<file path="config.mk">
export PLATFORM = sky130hd
export DESIGN_NAME = mmio_decode_stage
export DESIGN_NICKNAME = d
export VERILOG_FILES = /design/src/source/bus_pkg.sv /design/src/source/mmio_decode_stage.sv
export VERILOG_INCLUDE_DIRS = /design/src /design/src/source
export SDC_FILE = /design/constraint.sdc
export NUM_CORES = 1
export LEC_CHECK = 0
export ABC_AREA = 1
export BUFFER_PORTS_ARGS = -buffer_cell sky130_fd_sc_hd__buf_4
export CAP_MARGIN = 20
export CORE_ASPECT_RATIO = 1.5
export CORE_MARGIN = 2
export CORE_UTILIZATION = 35
export CTS_CLUSTER_DIAMETER = 40
export DETAILED_ROUTE_END_ITERATION = 7
export GPL_TIMING_DRIVEN = 0
export MAX_ROUTING_LAYER = met4
export PLACE_DENSITY = 0.77
export SYNTH_ARGS = -nofsm -noshare
export SYNTH_HDL_FRONTEND = slang
export SYNTH_SLANG_ARGS = --single-unit
</file>
<file path="constraint.sdc">
create_clock -name sys_clk -period 1.7 [get_ports sys_clk]
set_clock_uncertainty 0.15 [all_clocks]
set_input_delay 0.34 -clock sys_clk [delete_from_list [all_inputs] [get_ports sys_clk]]
set_output_delay 0.34 -clock sys_clk [all_outputs]
set_load 0.05 [all_outputs]
</file>
<file path="src/source/mmio_params.svh">
`ifndef MMIO_PARAMS_SVH
`define MMIO_PARAMS_SVH

// Bus geometry
`define MMIO_DATA_W 32
`define MMIO_ADDR_W 16
`define MMIO_STRB_W 4

// Address map
`define MMIO_RAM_BASE 16'h0000
`define MMIO_RAM_BYTES 1024
`define MMIO_TIMER_BASE 16'h1000

// Timer words: 0 counter, 1 compare, 2 control (bit 0 enable)
`define MMIO_TIMER_REGS 3

// Request to done, in cycles
`define MMIO_LATENCY 3

`endif

</file>
<file path="src/source/bus_pkg.sv">
`default_nettype none

package bus_pkg;

    // Access direction
    typedef enum logic {
        OP_LOAD,
        OP_STORE
    } access_op_t;

    // Access size, sets the byte strobe
    typedef enum logic [1:0] {
        WIDTH_BYTE,
        WIDTH_HALF,
        WIDTH_WORD
    } access_width_t;

    // Target of a decoded request
    typedef enum logic [1:0] {
        DEV_RAM,
        DEV_TIMER,
        DEV_NONE
    } device_sel_t;

endpackage : bus_pkg

`default_nettype wire

</file>
<file path="src/source/mmio_decode_stage.sv">
`default_nettype none

`include "mmio_params.svh"

module mmio_decode_stage (
    input  logic                          sys_clk,
    input  logic                          rst_n_i,
    input  logic                          s1_valid_i,
    input  bus_pkg::access_op_t           s1_op_i,
    input  logic [`MMIO_ADDR_W-1:0]       s1_addr_i,
    input  logic [`MMIO_DATA_W-1:0]       s1_wdata_i,
    input  logic [`MMIO_STRB_W-1:0]       s1_strb_i,
    output logic                          s2_valid_o,
    output bus_pkg::access_op_t           s2_op_o,
    output bus_pkg::device_sel_t          s2_sel_o,
    output logic [`MMIO_ADDR_W-1:0]       s2_addr_o,
    output logic [`MMIO_DATA_W-1:0]       s2_wdata_o,
    output logic [`MMIO_STRB_W-1:0]       s2_strb_o
);

    // Window sizes in bytes
    localparam logic [`MMIO_ADDR_W-1:0] RAM_SPAN = `MMIO_ADDR_W'(`MMIO_RAM_BYTES);
    localparam logic [`MMIO_ADDR_W-1:0] TIMER_SPAN = `MMIO_ADDR_W'(`MMIO_TIMER_REGS * 4);

    logic [`MMIO_ADDR_W-1:0] ram_off;
    logic [`MMIO_ADDR_W-1:0] tmr_off;
    bus_pkg::device_sel_t    sel;

    // Addresses below a base wrap to a large offset and miss
    assign ram_off = s1_addr_i - `MMIO_RAM_BASE;
    assign tmr_off = s1_addr_i - `MMIO_TIMER_BASE;

    always_comb begin
        sel = bus_pkg::DEV_NONE;

        if (ram_off < RAM_SPAN) begin
            sel = bus_pkg::DEV_RAM;
        end else if (tmr_off < TIMER_SPAN) begin
            sel = bus_pkg::DEV_TIMER;
        end
    end

    always_ff @(posedge sys_clk or negedge rst_n_i) begin
        if (!rst_n_i) begin
            s2_valid_o <= 1'b0;
        end else begin
            s2_valid_o <= s1_valid_i;
        end
    end

    always_ff @(posedge sys_clk) begin
        s2_op_o <= s1_op_i;
        s2_sel_o <= sel;
        s2_addr_o <= s1_addr_i;
        s2_wdata_o <= s1_wdata_i;
        s2_strb_o <= s1_strb_i;
    end

endmodule : mmio_decode_stage

`default_nettype wire

</file>
==> results of run 1 <==
cell families after synthesis:
logic type,share of synthesized area
AO/OA/AOI/OAI,0.00417
buffers and inverters,0.00313
flip-flops,0.938
AND/OR/NAND/NOR,0.0542
critical path: stages:
cell                            delay (ns)
sky130_fd_sc_hd__dlygate4sd3_1        0.54
sky130_fd_sc_hd__buf_4                0.13
sky130_fd_sc_hd__or2_1                0.23
sky130_fd_sc_hd__nor2_1               0.13
sky130_fd_sc_hd__a21oi_1              0.08
per-stage QoR:
| step | power (mW) | hold slack, ns | std cells | cell area [sq um] | util |
|---|---|---|---|---|---|
| 2_1_floorplan | 1.68 | -0.106 | 74 | 1200 | - |
| 3_3_place_gp | 1.89 | -0.0345 | 227 | 2090 | 0.622 |
| 3_5_place_dp | 1.89 | -0.0326 | 227 | 2090 | 0.622 |
| 4_1_cts | 2.78 | 0.00000258 | 286 | 2700 | 0.807 |
| 5_1_grt | 2.94 | 0.181 | 290 | 2740 | 0.819 |
| 6_report | 2.86 | 0.190 | 290 | 2740 | 0.819 |
area by class of cell:
cell class,count,area share
repair buffers,166,0.504
flip-flops and latches,56,0.410
clock buffers,6,0.0264
multi-input cells,17,0.0255
well taps,42,0.0192
clock inverters,2,0.0128
inverters,1,0.00137
report_power, final:
part / leakage [nW] / total (mW) / internal (mW) / switching (mW)
clock: 0.0552 / 0.871 / 0.438 / 0.433
sequential: 0.475 / 1.41 / 1.38 / 0.0274
combinational: 0.794 / 0.578 / 0.249 / 0.329
Yosys cell counts:
library cell | instances | area share
sky130_fd_sc_hd__nand2_1 | 5 | 0.016
sky130_fd_sc_hd__dfrtp_1 | 1 | 0.021
sky130_fd_sc_hd__or2_1 | 1 | 0.0052
sky130_fd_sc_hd__and2_1 | 1 | 0.0052
sky130_fd_sc_hd__a21oi_1 | 1 | 0.0042
sky130_fd_sc_hd__nor2_1 | 9 | 0.028
sky130_fd_sc_hd__inv_1 | 1 | 0.0031
sky130_fd_sc_hd__dfxtp_1 | 55 | 0.92
worst paths after layout:
check	from	to	slack, ns	cells after the start
max	s1_addr_i[14]	s2_sel_o[1]	0.29	5
min	rst_n_i	s2_valid_o	0.19	2
max in group asynchronous	rst_n_i	s2_valid_o	1.13	2
min in group sys_clk	s1_wdata_i[26]	s2_wdata_o[26]	0.51	2
per-layer routing:
layer,GRT usage,vias up,wire length [um]
met5,-,-,0
met4,0.126,0,153
met3,0.106,15,486
met2,0.406,88,2450
met1,0.310,564,1980
li1,-,567,-
flip-flops by register name, indices dropped and copies added, names as in the netlist:
name / count
s2_sel_o: 2
s2_addr_o: 16
s2_op_o: 1
s2_wdata_o: 32
s2_valid_o: 1
s2_strb_o: 4
==> metrics.txt, run 1 <==
# TYPE chip_impl_metric gauge
chip_impl_info{name="outcome",value="finished, final reports clean"} 1
chip_impl_metric{name="detail_route.wl_per_cell",unit="um"} 17.5
chip_impl_metric{name="worst_ep_arrival_time",unit="ns"} 1.46
chip_impl_metric{name="dr.pass1.iters",unit=""} 4
chip_impl_metric{name="overall_die_width",unit="um"} 51.8
chip_impl_metric{name="max_cap_violations",unit=""} 0
chip_impl_metric{name="hpwl",unit="um"} 2570
chip_impl_metric{name="cts_setup_buffers",unit=""} 0
chip_impl_metric{name="power.static_leakage",unit="nW"} 1.32
chip_impl_metric{name="synthesis.area_per_instance",unit="sq um"} 16.2
chip_impl_metric{name="yosysWarnings",unit=""} 0
chip_impl_metric{name="initial_utilization",unit=""} 0.358
chip_impl_metric{name="final_critical_path_share_of_the_clock_period",unit=""} 0.831
chip_impl_metric{name="multi_input_area",unit="sq um"} 70.1
chip_impl_metric{name="portion_of_the_post_synthesis_area_used_by_sequential_elements",unit=""} 0.938
chip_impl_metric{name="antenna_cells_inserted",unit=""} 0
chip_impl_info{name="clock_root_buffer",value="sky130_fd_sc_hd__clkbuf_8"} 1
chip_impl_metric{name="cts_sinks",unit=""} 56
chip_impl_metric{name="clock_transition_at_the_registers_of_the_reported_paths",unit="ns"} 0.10
chip_impl_metric{name="timing.final.max_slew_violations",unit=""} 0
chip_impl_metric{name="ctsHtreeMaxLevel",unit=""} 2
chip_impl_metric{name="global_route.overflow_total",unit=""} 0
chip_impl_metric{name="finalWirelength",unit="um"} 5070
chip_impl_metric{name="synth_instances",unit=""} 74
chip_impl_metric{name="remaining_drcs",unit=""} 0
chip_impl_metric{name="fp-row-count",unit=""} 26
chip_impl_metric{name="ctsHoldBuffers",unit=""} 51
chip_impl_metric{name="fmax",unit="GHz"} 0.708
chip_impl_metric{name="synth_cell_types",unit=""} 8
chip_impl_metric{name="dieHeight",unit="um"} 75.7
chip_impl_metric{name="design.final.nets",unit=""} 303
chip_impl_metric{name="detailedPlace.worstSlack",unit="ns"} 0.534
chip_impl_metric{name="antenna_violations_before_repair",unit=""} 0
chip_impl_metric{name="power.density_cell_area",unit="nW/um^2"} 1040
chip_impl_metric{name="place_congestion",unit=""} 0.673
chip_impl_metric{name="cts_made_buffers",unit=""} 5
chip_impl_metric{name="final_hold_viol_count",unit=""} 0
chip_impl_metric{name="ctsResizeCount",unit=""} 0
chip_impl_info{name="startpoint_type",value="input pin"} 1
chip_impl_metric{name="timing.final.setup_violations",unit=""} 0
chip_impl_metric{name="floorplan.die_area",unit="sq um"} 3920
chip_impl_info{name="worstSetupPathType",value="in2reg"} 1
chip_impl_metric{name="max_slew.worst_pin.slew",unit="ns"} 0.172
chip_impl_metric{name="post_synthesis_net_count",unit=""} 130
chip_impl_metric{name="core_region_area",unit="sq um"} 3350
chip_impl_info{name="final_common_cell",value="sky130_fd_sc_hd__buf_4"} 1
chip_impl_info{name="clock_tree_from_tritoncts",value="yes"} 1
chip_impl_info{name="most_frequent_cells_in_the_layout",value="sky130_fd_sc_hd__buf_4 (111), sky130_fd_sc_hd__dlygate4sd3_1 (55), sky130_fd_sc_hd__dfxtp_1 (55)"} 1
chip_impl_metric{name="first_pass_grt_wire_length",unit="um"} 6910
chip_impl_metric{name="tns",unit="ns"} 0
chip_impl_metric{name="io-pin-count",unit=""} 112
chip_impl_metric{name="largest_net_degree_at_the_start_of_global_routing",unit=""} 17
chip_impl_metric{name="n_fill_cell",unit=""} 164
chip_impl_metric{name="layout_min_cycle_time",unit="ns"} 1.41
chip_impl_metric{name="vias",unit=""} 1234
chip_impl_metric{name="gr-usage-all-layers",unit=""} 0.267
chip_impl_metric{name="cp_data_required_time",unit="ns"} 1.75
chip_impl_info{name="setup_repair_after_global_routing_missed_its_margin",value="false"} 1
chip_impl_metric{name="port-buffer-count",unit=""} 111
chip_impl_metric{name="area.growth.synth_to_final",unit="%"} 129
chip_impl_metric{name="detail_route.iter0.violations",unit=""} 23
chip_impl_metric{name="synth-seq-cells",unit=""} 56
chip_impl_metric{name="synth_area",unit="sq um"} 1200
chip_impl_metric{name="post_drt_via_cell_ratio",unit=""} 4.26
chip_impl_metric{name="worst_ir_drop_vdd",unit="V"} 0.000888
chip_impl_info{name="worst_setup_path_end_kind",value="flip-flop"} 1
chip_impl_metric{name="fraction_of_layout_cells_with_a_size_suffix_above_1",unit=""} 0.476
chip_impl_metric{name="cp_max_fo",unit=""} 2
chip_impl_metric{name="max-clock-path-buffers",unit=""} 2
chip_impl_metric{name="finalWorstSetupSlack",unit="ns"} 0.287
chip_impl_metric{name="sequential_cell_area",unit="sq um"} 1130
chip_impl_metric{name="grt_pass1_vias",unit=""} 1271
chip_impl_metric{name="worst_slew_margin_rel",unit=""} 0.886
chip_impl_info{name="type_of_the_tightest_min_delay_check",value="in2async"} 1
chip_impl_metric{name="antenna_left",unit=""} 0
(Power assumes the default switching activity.)
==> inputs of run 2 (changes only) <==
CORE_UTILIZATION = 31   (was 35)
PLACE_DENSITY = 0.72   (was 0.77)
clock period = 1.1 ns   (was 1.7 ns; I/O delays follow)
==> metrics.txt, run 2 (same netlist as run 1, synthesis figures left out) <==
# TYPE chip_impl_metric gauge
chip_impl_metric{name="initial_utilization",unit=""} 0.326
chip_impl_info{name="worst_setup_path_end_kind",value="primary output"} 1
chip_impl_metric{name="grt_pass1_vias",unit=""} 1340
chip_impl_metric{name="area.growth.synth_to_final",unit="%"} 166
chip_impl_info{name="clock_tree_from_tritoncts",value="yes"} 1
chip_impl_metric{name="cp_max_fo",unit=""} 1
chip_impl_metric{name="placed_area",unit="sq um"} 2090
chip_impl_info{name="setup_repair_after_global_routing_missed_its_margin",value="true"} 1
chip_impl_metric{name="core_region_area",unit="sq um"} 3680
chip_impl_info{name="type_of_the_tightest_min_delay_check",value="in2reg"} 1
chip_impl_metric{name="gr-usage-all-layers",unit=""} 0.239
chip_impl_info{name="clock_root_buffer",value="sky130_fd_sc_hd__clkbuf_8"} 1
chip_impl_metric{name="swShare",unit=""} 0.278
chip_impl_metric{name="layout_min_cycle_time",unit="ns"} 1.20
chip_impl_metric{name="finalWorstSetupSlack",unit="ns"} -0.0979
chip_impl_metric{name="power_switching",unit="mW"} 1.22
chip_impl_metric{name="timing.final.max_slew_violations",unit=""} 0
chip_impl_metric{name="antenna_left",unit=""} 0
chip_impl_metric{name="fraction_of_layout_cells_with_a_size_suffix_above_1",unit=""} 0.702
chip_impl_metric{name="share_comb_of_total_power",unit=""} 0.232
chip_impl_metric{name="io-pin-count",unit=""} 112
chip_impl_metric{name="worst_ep_arrival_time",unit="ns"} 0.83
chip_impl_metric{name="placed_cells_incl_taps",unit=""} 228
chip_impl_metric{name="n_fill_cell",unit=""} 153
chip_impl_metric{name="timing.final.setup_violations",unit=""} 56
chip_impl_metric{name="final_cell_area",unit="sq um"} 3190
chip_impl_metric{name="finalWirelength",unit="um"} 5020
chip_impl_metric{name="antenna_violations_before_repair",unit=""} 0
chip_impl_metric{name="instances_no_fill",unit=""} 291
chip_impl_metric{name="fp-row-count",unit=""} 27
chip_impl_metric{name="antenna_cells_inserted",unit=""} 0
chip_impl_metric{name="cts_sinks",unit=""} 56
chip_impl_metric{name="power.density_cell_area",unit="nW/um^2"} 1380
chip_impl_info{name="outcome",value="complete, but fails checks"} 1
chip_impl_metric{name="overall_die_width",unit="um"} 54.8
chip_impl_info{name="critPathCapture",value="s2_valid_o"} 1
chip_impl_metric{name="fmax",unit="GHz"} 0.835
chip_impl_metric{name="power_frac_clock",unit=""} 0.262
chip_impl_info{name="failed_checks",value="setup timing"} 1
chip_impl_info{name="worstPathCellList",value="buf_6"} 1
chip_impl_metric{name="dr.pass1.iters",unit=""} 3
chip_impl_metric{name="largest_net_degree_at_the_start_of_global_routing",unit=""} 18
chip_impl_metric{name="share_seq_of_total_power",unit=""} 0.506
chip_impl_metric{name="max_slew.worst_pin.slew",unit="ns"} 0.142
chip_impl_metric{name="timing.critical_path.depth",unit=""} 1
chip_impl_metric{name="hpwl",unit="um"} 2530
chip_impl_metric{name="detail_route.iter0.violations",unit=""} 8
chip_impl_metric{name="max-clock-path-buffers",unit=""} 2
chip_impl_metric{name="place_congestion",unit=""} 0.690
chip_impl_metric{name="tns",unit="ns"} -3.41
chip_impl_metric{name="ctsHtreeMaxLevel",unit=""} 2
chip_impl_metric{name="final_critical_path_share_of_the_clock_period",unit=""} 1.09
chip_impl_metric{name="first_pass_grt_wire_length",unit="um"} 6940
chip_impl_metric{name="dieHeight",unit="um"} 80.2
chip_impl_metric{name="worst_ir_drop_vdd",unit="V"} 0.00148
chip_impl_metric{name="power.internal",unit="mW"} 3.18
chip_impl_metric{name="number_of_flip_flops_in_the_largest_register",unit=""} 32
chip_impl_metric{name="max_cap_violations",unit=""} 0
chip_impl_metric{name="port-buffer-count",unit=""} 111
chip_impl_metric{name="post_drt_via_cell_ratio",unit=""} 4.09
chip_impl_metric{name="cts_made_buffers",unit=""} 5
chip_impl_metric{name="cts_setup_buffers",unit=""} 0
chip_impl_metric{name="sequential_cell_area",unit="sq um"} 1190
chip_impl_metric{name="multi_input_area",unit="sq um"} 70.1
chip_impl_metric{name="floorplan.die_area",unit="sq um"} 4390
chip_impl_metric{name="power.static_leakage",unit="nW"} 1.45
chip_impl_metric{name="final_hold_viol_count",unit=""} 0
chip_impl_metric{name="worst_slew_margin_rel",unit=""} 0.905
chip_impl_info{name="most_frequent_cells_in_the_layout",value="sky130_fd_sc_hd__dlygate4sd3_1 (55), sky130_fd_sc_hd__buf_4 (55), sky130_fd_sc_hd__dfxtp_2 (55)"} 1
chip_impl_metric{name="design.final.nets",unit=""} 303
chip_impl_metric{name="clock_transition_at_the_registers_of_the_reported_paths",unit="ns"} 0.10
chip_impl_metric{name="remaining_drcs",unit=""} 0
chip_impl_metric{name="global_route.overflow_total",unit=""} 0
chip_impl_metric{name="cp_data_required_time",unit="ns"} 0.73
chip_impl_metric{name="cpPeakStageDelay",unit="ns"} 0.38
chip_impl_metric{name="detail_route.wl_per_cell",unit="um"} 17.2
chip_impl_info{name="largest_register",value="s2_wdata_o"} 1
chip_impl_info{name="startpoint_type",value="flip-flop"} 1
chip_impl_info{name="critical_path.slowest_cell",value="sky130_fd_sc_hd__dfrtp_1"} 1
chip_impl_info{name="leading_registers_by_flop_count",value="s2_wdata_o x32, s2_addr_o x16, s2_strb_o x4"} 1
chip_impl_info{name="worstSetupPathType",value="reg2out"} 1
chip_impl_metric{name="finalPower",unit="mW"} 4.41
chip_impl_metric{name="vias",unit=""} 1189
chip_impl_info{name="timing.critical_path.max_delay_family",value="flip-flops"} 1
chip_impl_info{name="crit_start",value="s2_valid_o"} 1
chip_impl_metric{name="critical_path_buf_inv_count",unit=""} 1
run 2: cell count changes in the layout (fill, tap and decap cells not counted):
cell / before / now
sky130_fd_sc_hd__clkbuf_1: 1 / 0
sky130_fd_sc_hd__bufinv_16: 1 / 0
sky130_fd_sc_hd__buf_4: 111 / 55
sky130_fd_sc_hd__dfxtp_2: 0 / 55
sky130_fd_sc_hd__dfxtp_1: 55 / 0
sky130_fd_sc_hd__clkinvlp_4: 0 / 2
sky130_fd_sc_hd__buf_8: 0 / 48
sky130_fd_sc_hd__clkinv_2: 1 / 0
sky130_fd_sc_hd__clkbuf_8: 5 / 6
sky130_fd_sc_hd__buf_6: 0 / 8
run 2: worst min path at each step:
stage                   from          end  slack (ns)  cells past startpoint
2_1_floorplan        rst_n_i   s2_valid_o       -0.23                      0
3_3_place_gp         rst_n_i   s2_valid_o       -0.15                      1
3_5_place_dp         rst_n_i   s2_valid_o       -0.15                      1
4_1_cts              rst_n_i   s2_valid_o        0.06                      2
5_1_grt              rst_n_i   s2_valid_o        0.11                      2
6_report       s1_addr_i[10]  s2_sel_o[1]        0.11                      5
run 2: timing repair:
item / in CTS / in global routing
hold buffers: 55 / 0
endpoints found under the hold margin: 55 / 0
cloned: 0 / 0
resized for setup: 143 / 16
endpoints found under the setup margin: 56 / 56
run 2: layout make-up:
| cell class | instances | area share |
|---|---|---|
| Inverter | 1 | 0.00118 |
| Sequential cell | 56 | 0.374 |
| Timing Repair Buffer | 166 | 0.555 |
| Multi-Input combinational cell | 17 | 0.0219 |
| Clock inverter | 2 | 0.00470 |
| Tap cell | 43 | 0.0168 |
| Clock buffer | 6 | 0.0259 |
run 2: layer usage:
layer / wire, um / global-route usage / share of wire
met3: 268 / 0.0372 / 0.053
met4: 127 / 0.105 / 0.025
met1: 1450 / 0.212 / 0.29
met5: 0 / - / 0
met2: 3170 / 0.457 / 0.63
run 2: through the flow:
step           hold WS, ns   util  setup WS [ns]
3_3_place_gp        -0.155  0.567         0.0597
3_5_place_dp        -0.154  0.567         0.0418
2_1_floorplan       -0.226      -          0.143
5_1_grt              0.109  0.867         -0.123
4_1_cts             0.0583  0.851         -0.111
6_report             0.107  0.867        -0.0979
run 2: power by group through the flow:
stage               Sequential (mW)  Combinational (mW)  Clock (mW)
global placement               2.21               0.704           0
global route                   2.24                1.06        1.26
finish                         2.23                1.02        1.16
floorplan                      2.58              0.0110           0
detailed placement             2.21               0.714           0
CTS                            2.21               0.983        1.17
==> inputs of run 3 (changes only) <==
PLACE_DENSITY = 0.82   (was 0.72)
==> metrics.txt, run 3 (same netlist as run 1, synthesis figures left out) <==
# TYPE chip_impl_metric gauge
chip_impl_info{name="outcome",value="complete, but fails checks"} 1
chip_impl_info{name="failed_checks",value="setup timing"} 1
chip_impl_metric{name="global_route.overflow_total",unit=""} 0
chip_impl_metric{name="number_of_flip_flops_in_the_largest_register",unit=""} 32
chip_impl_info{name="leading_registers_by_flop_count",value="s2_wdata_o x32, s2_addr_o x16, s2_strb_o x4"} 1
chip_impl_metric{name="grt_pass1_vias",unit=""} 1440
chip_impl_metric{name="power.density_cell_area",unit="nW/um^2"} 1390
chip_impl_metric{name="largest_net_degree_at_the_start_of_global_routing",unit=""} 17
chip_impl_metric{name="vias",unit=""} 1273
chip_impl_metric{name="fmax",unit="GHz"} 0.810
chip_impl_metric{name="instances_no_fill",unit=""} 291
chip_impl_metric{name="place_congestion",unit=""} 0.600
chip_impl_metric{name="final_critical_path_share_of_the_clock_period",unit=""} 1.12
chip_impl_metric{name="timing.final.max_slew_violations",unit=""} 0
chip_impl_metric{name="worst_slew_margin_rel",unit=""} 0.835
chip_impl_metric{name="post_drt_via_cell_ratio",unit=""} 4.37
chip_impl_metric{name="power.internal",unit="mW"} 3.13
chip_impl_metric{name="multi_input_area",unit="sq um"} 70.1
chip_impl_metric{name="max_cap_violations",unit=""} 0
chip_impl_metric{name="ctsHtreeMaxLevel",unit=""} 2
chip_impl_metric{name="detail_route.iter0.violations",unit=""} 24
chip_impl_metric{name="cts_setup_buffers",unit=""} 0
chip_impl_metric{name="detail_route.wl_per_cell",unit="um"} 21.5
chip_impl_metric{name="timing.hold.ws",unit="ns"} 0.0463
chip_impl_metric{name="tns",unit="ns"} -4.58
chip_impl_metric{name="placed_cells_incl_taps",unit=""} 228
chip_impl_metric{name="placed_area",unit="sq um"} 2090
chip_impl_metric{name="sequential_cell_area",unit="sq um"} 1190
chip_impl_metric{name="initial_utilization",unit=""} 0.326
chip_impl_info{name="startpoint_type",value="flip-flop"} 1
chip_impl_metric{name="finalWorstSetupSlack",unit="ns"} -0.135
chip_impl_info{name="type_of_the_tightest_min_delay_check",value="in2async"} 1
chip_impl_metric{name="cp_max_fo",unit=""} 1
chip_impl_info{name="clock_tree_from_tritoncts",value="yes"} 1
chip_impl_metric{name="final_hold_viol_count",unit=""} 0
chip_impl_info{name="most_frequent_cells_in_the_layout",value="sky130_fd_sc_hd__dlygate4sd3_1 (55), sky130_fd_sc_hd__buf_4 (55), sky130_fd_sc_hd__dfxtp_2 (55)"} 1
chip_impl_metric{name="fraction_of_layout_cells_with_a_size_suffix_above_1",unit=""} 0.694
chip_impl_metric{name="power_frac_clock",unit=""} 0.261
chip_impl_info{name="setup_repair_after_global_routing_missed_its_margin",value="true"} 1
chip_impl_metric{name="max_slew.worst_pin.slew",unit="ns"} 0.247
chip_impl_info{name="clock_root_buffer",value="sky130_fd_sc_hd__clkbuf_8"} 1
chip_impl_metric{name="antenna_cells_inserted",unit=""} 0
chip_impl_metric{name="first_pass_grt_wire_length",unit="um"} 7870
chip_impl_info{name="largest_register",value="s2_wdata_o"} 1
chip_impl_info{name="timing.critical_path.max_delay_family",value="flip-flops"} 1
chip_impl_metric{name="remaining_drcs",unit=""} 0
chip_impl_info{name="critical_path.slowest_cell",value="sky130_fd_sc_hd__dfrtp_1"} 1
chip_impl_metric{name="design.final.nets",unit=""} 303
chip_impl_metric{name="overall_die_width",unit="um"} 54.8
chip_impl_info{name="worstSetupPathType",value="reg2out"} 1
chip_impl_metric{name="critical_path_buf_inv_count",unit=""} 1
chip_impl_metric{name="port-buffer-count",unit=""} 111
chip_impl_metric{name="cpPeakStageDelay",unit="ns"} 0.39
chip_impl_info{name="worstPathCellList",value="buf_6"} 1
chip_impl_metric{name="dieHeight",unit="um"} 80.2
chip_impl_metric{name="n_fill_cell",unit=""} 144
chip_impl_metric{name="power_switching",unit="mW"} 1.32
chip_impl_metric{name="fp-row-count",unit=""} 27
chip_impl_metric{name="worst_ir_drop_vdd",unit="V"} 0.00127
chip_impl_metric{name="area.growth.synth_to_final",unit="%"} 166
chip_impl_metric{name="timing.final.setup_violations",unit=""} 56
chip_impl_metric{name="swShare",unit=""} 0.296
chip_impl_metric{name="io-pin-count",unit=""} 112
chip_impl_metric{name="cts_sinks",unit=""} 56
chip_impl_metric{name="max-clock-path-buffers",unit=""} 2
chip_impl_metric{name="antenna_left",unit=""} 0
chip_impl_metric{name="share_seq_of_total_power",unit=""} 0.503
chip_impl_metric{name="gr-usage-all-layers",unit=""} 0.277
chip_impl_metric{name="layout_min_cycle_time",unit="ns"} 1.23
chip_impl_metric{name="clock_transition_at_the_registers_of_the_reported_paths",unit="ns"} 0.11
chip_impl_metric{name="share_comb_of_total_power",unit=""} 0.236
chip_impl_metric{name="cts_made_buffers",unit=""} 5
chip_impl_metric{name="dr.pass1.iters",unit=""} 4
chip_impl_metric{name="cp_data_required_time",unit="ns"} 0.73
chip_impl_metric{name="floorplan.die_area",unit="sq um"} 4390
chip_impl_metric{name="power.static_leakage",unit="nW"} 1.45
chip_impl_info{name="worst_setup_path_end_kind",value="primary output"} 1
chip_impl_metric{name="worst_ep_arrival_time",unit="ns"} 0.86
chip_impl_metric{name="finalWirelength",unit="um"} 6270
chip_impl_metric{name="antenna_violations_before_repair",unit=""} 0
chip_impl_metric{name="final_cell_area",unit="sq um"} 3200
chip_impl_metric{name="final_core_utilization",unit=""} 0.868
chip_impl_metric{name="core_region_area",unit="sq um"} 3680
-- run 3: power groups by stage --
stage	Clock (mW)	Combinational, mW	Sequential [mW]
floorplan	0	0.0110	2.58
detailed placement	0	0.715	2.21
global route	1.23	1.08	2.24
global placement	0	0.707	2.20
finish	1.16	1.05	2.24
CTS	1.05	0.980	2.21
-- run 3: area by class of cell --
| type | instances | share of cell area |
|---|---|---|
| clock buffers | 7 | 0.0239 |
| clock inverters | 1 | 0.00157 |
| inverters | 1 | 0.00117 |
| multi-input cells | 17 | 0.0219 |
| flip-flops and latches | 56 | 0.374 |
| well taps | 43 | 0.0168 |
| repair buffers | 166 | 0.561 |
-- run 3: final timing paths --
path | slack [ns] | cells after the start | startpoint | end
worst max-delay path | -0.13 | 1 | s2_valid_o | s2_valid_o
worst min-delay path | 0.05 | 2 | rst_n_i | s2_valid_o
max in group asynchronous | 0.67 | 2 | rst_n_i | s2_valid_o
min in group sys_clk | 0.19 | 5 | s1_addr_i[9] | s2_sel_o[0]
-- run 3: per-layer routing --
layer	routed length, um	share of wire	GRT usage	up-vias
met5	0	0	-	-
met4	176	0.028	0.0975	0
met3	473	0.075	0.0818	15
met2	3320	0.53	0.467	82
met1	2300	0.37	0.299	608
li1	-	-	-	568
-- run 3: timing repair --
| item | 4_1_cts | 5_1_grt |
|---|---|---|
| setup endpoints to repair | 56 | 56 |
| pin swaps | 0 | 0 |
| gates resized for setup | 142 | 22 |
| hold buffers | 55 | 0 |
| hold endpoints to repair | 55 | 0 |
-- run 3: metrics by stage --
step                      power (mW)  setup WS [ns]
after floorplan                 2.59          0.143
after global placement          2.91         0.0605
after detailed placement        2.92         0.0597
after CTS                       4.24         -0.107
after global routing            4.56         -0.158
final                           4.45         -0.135
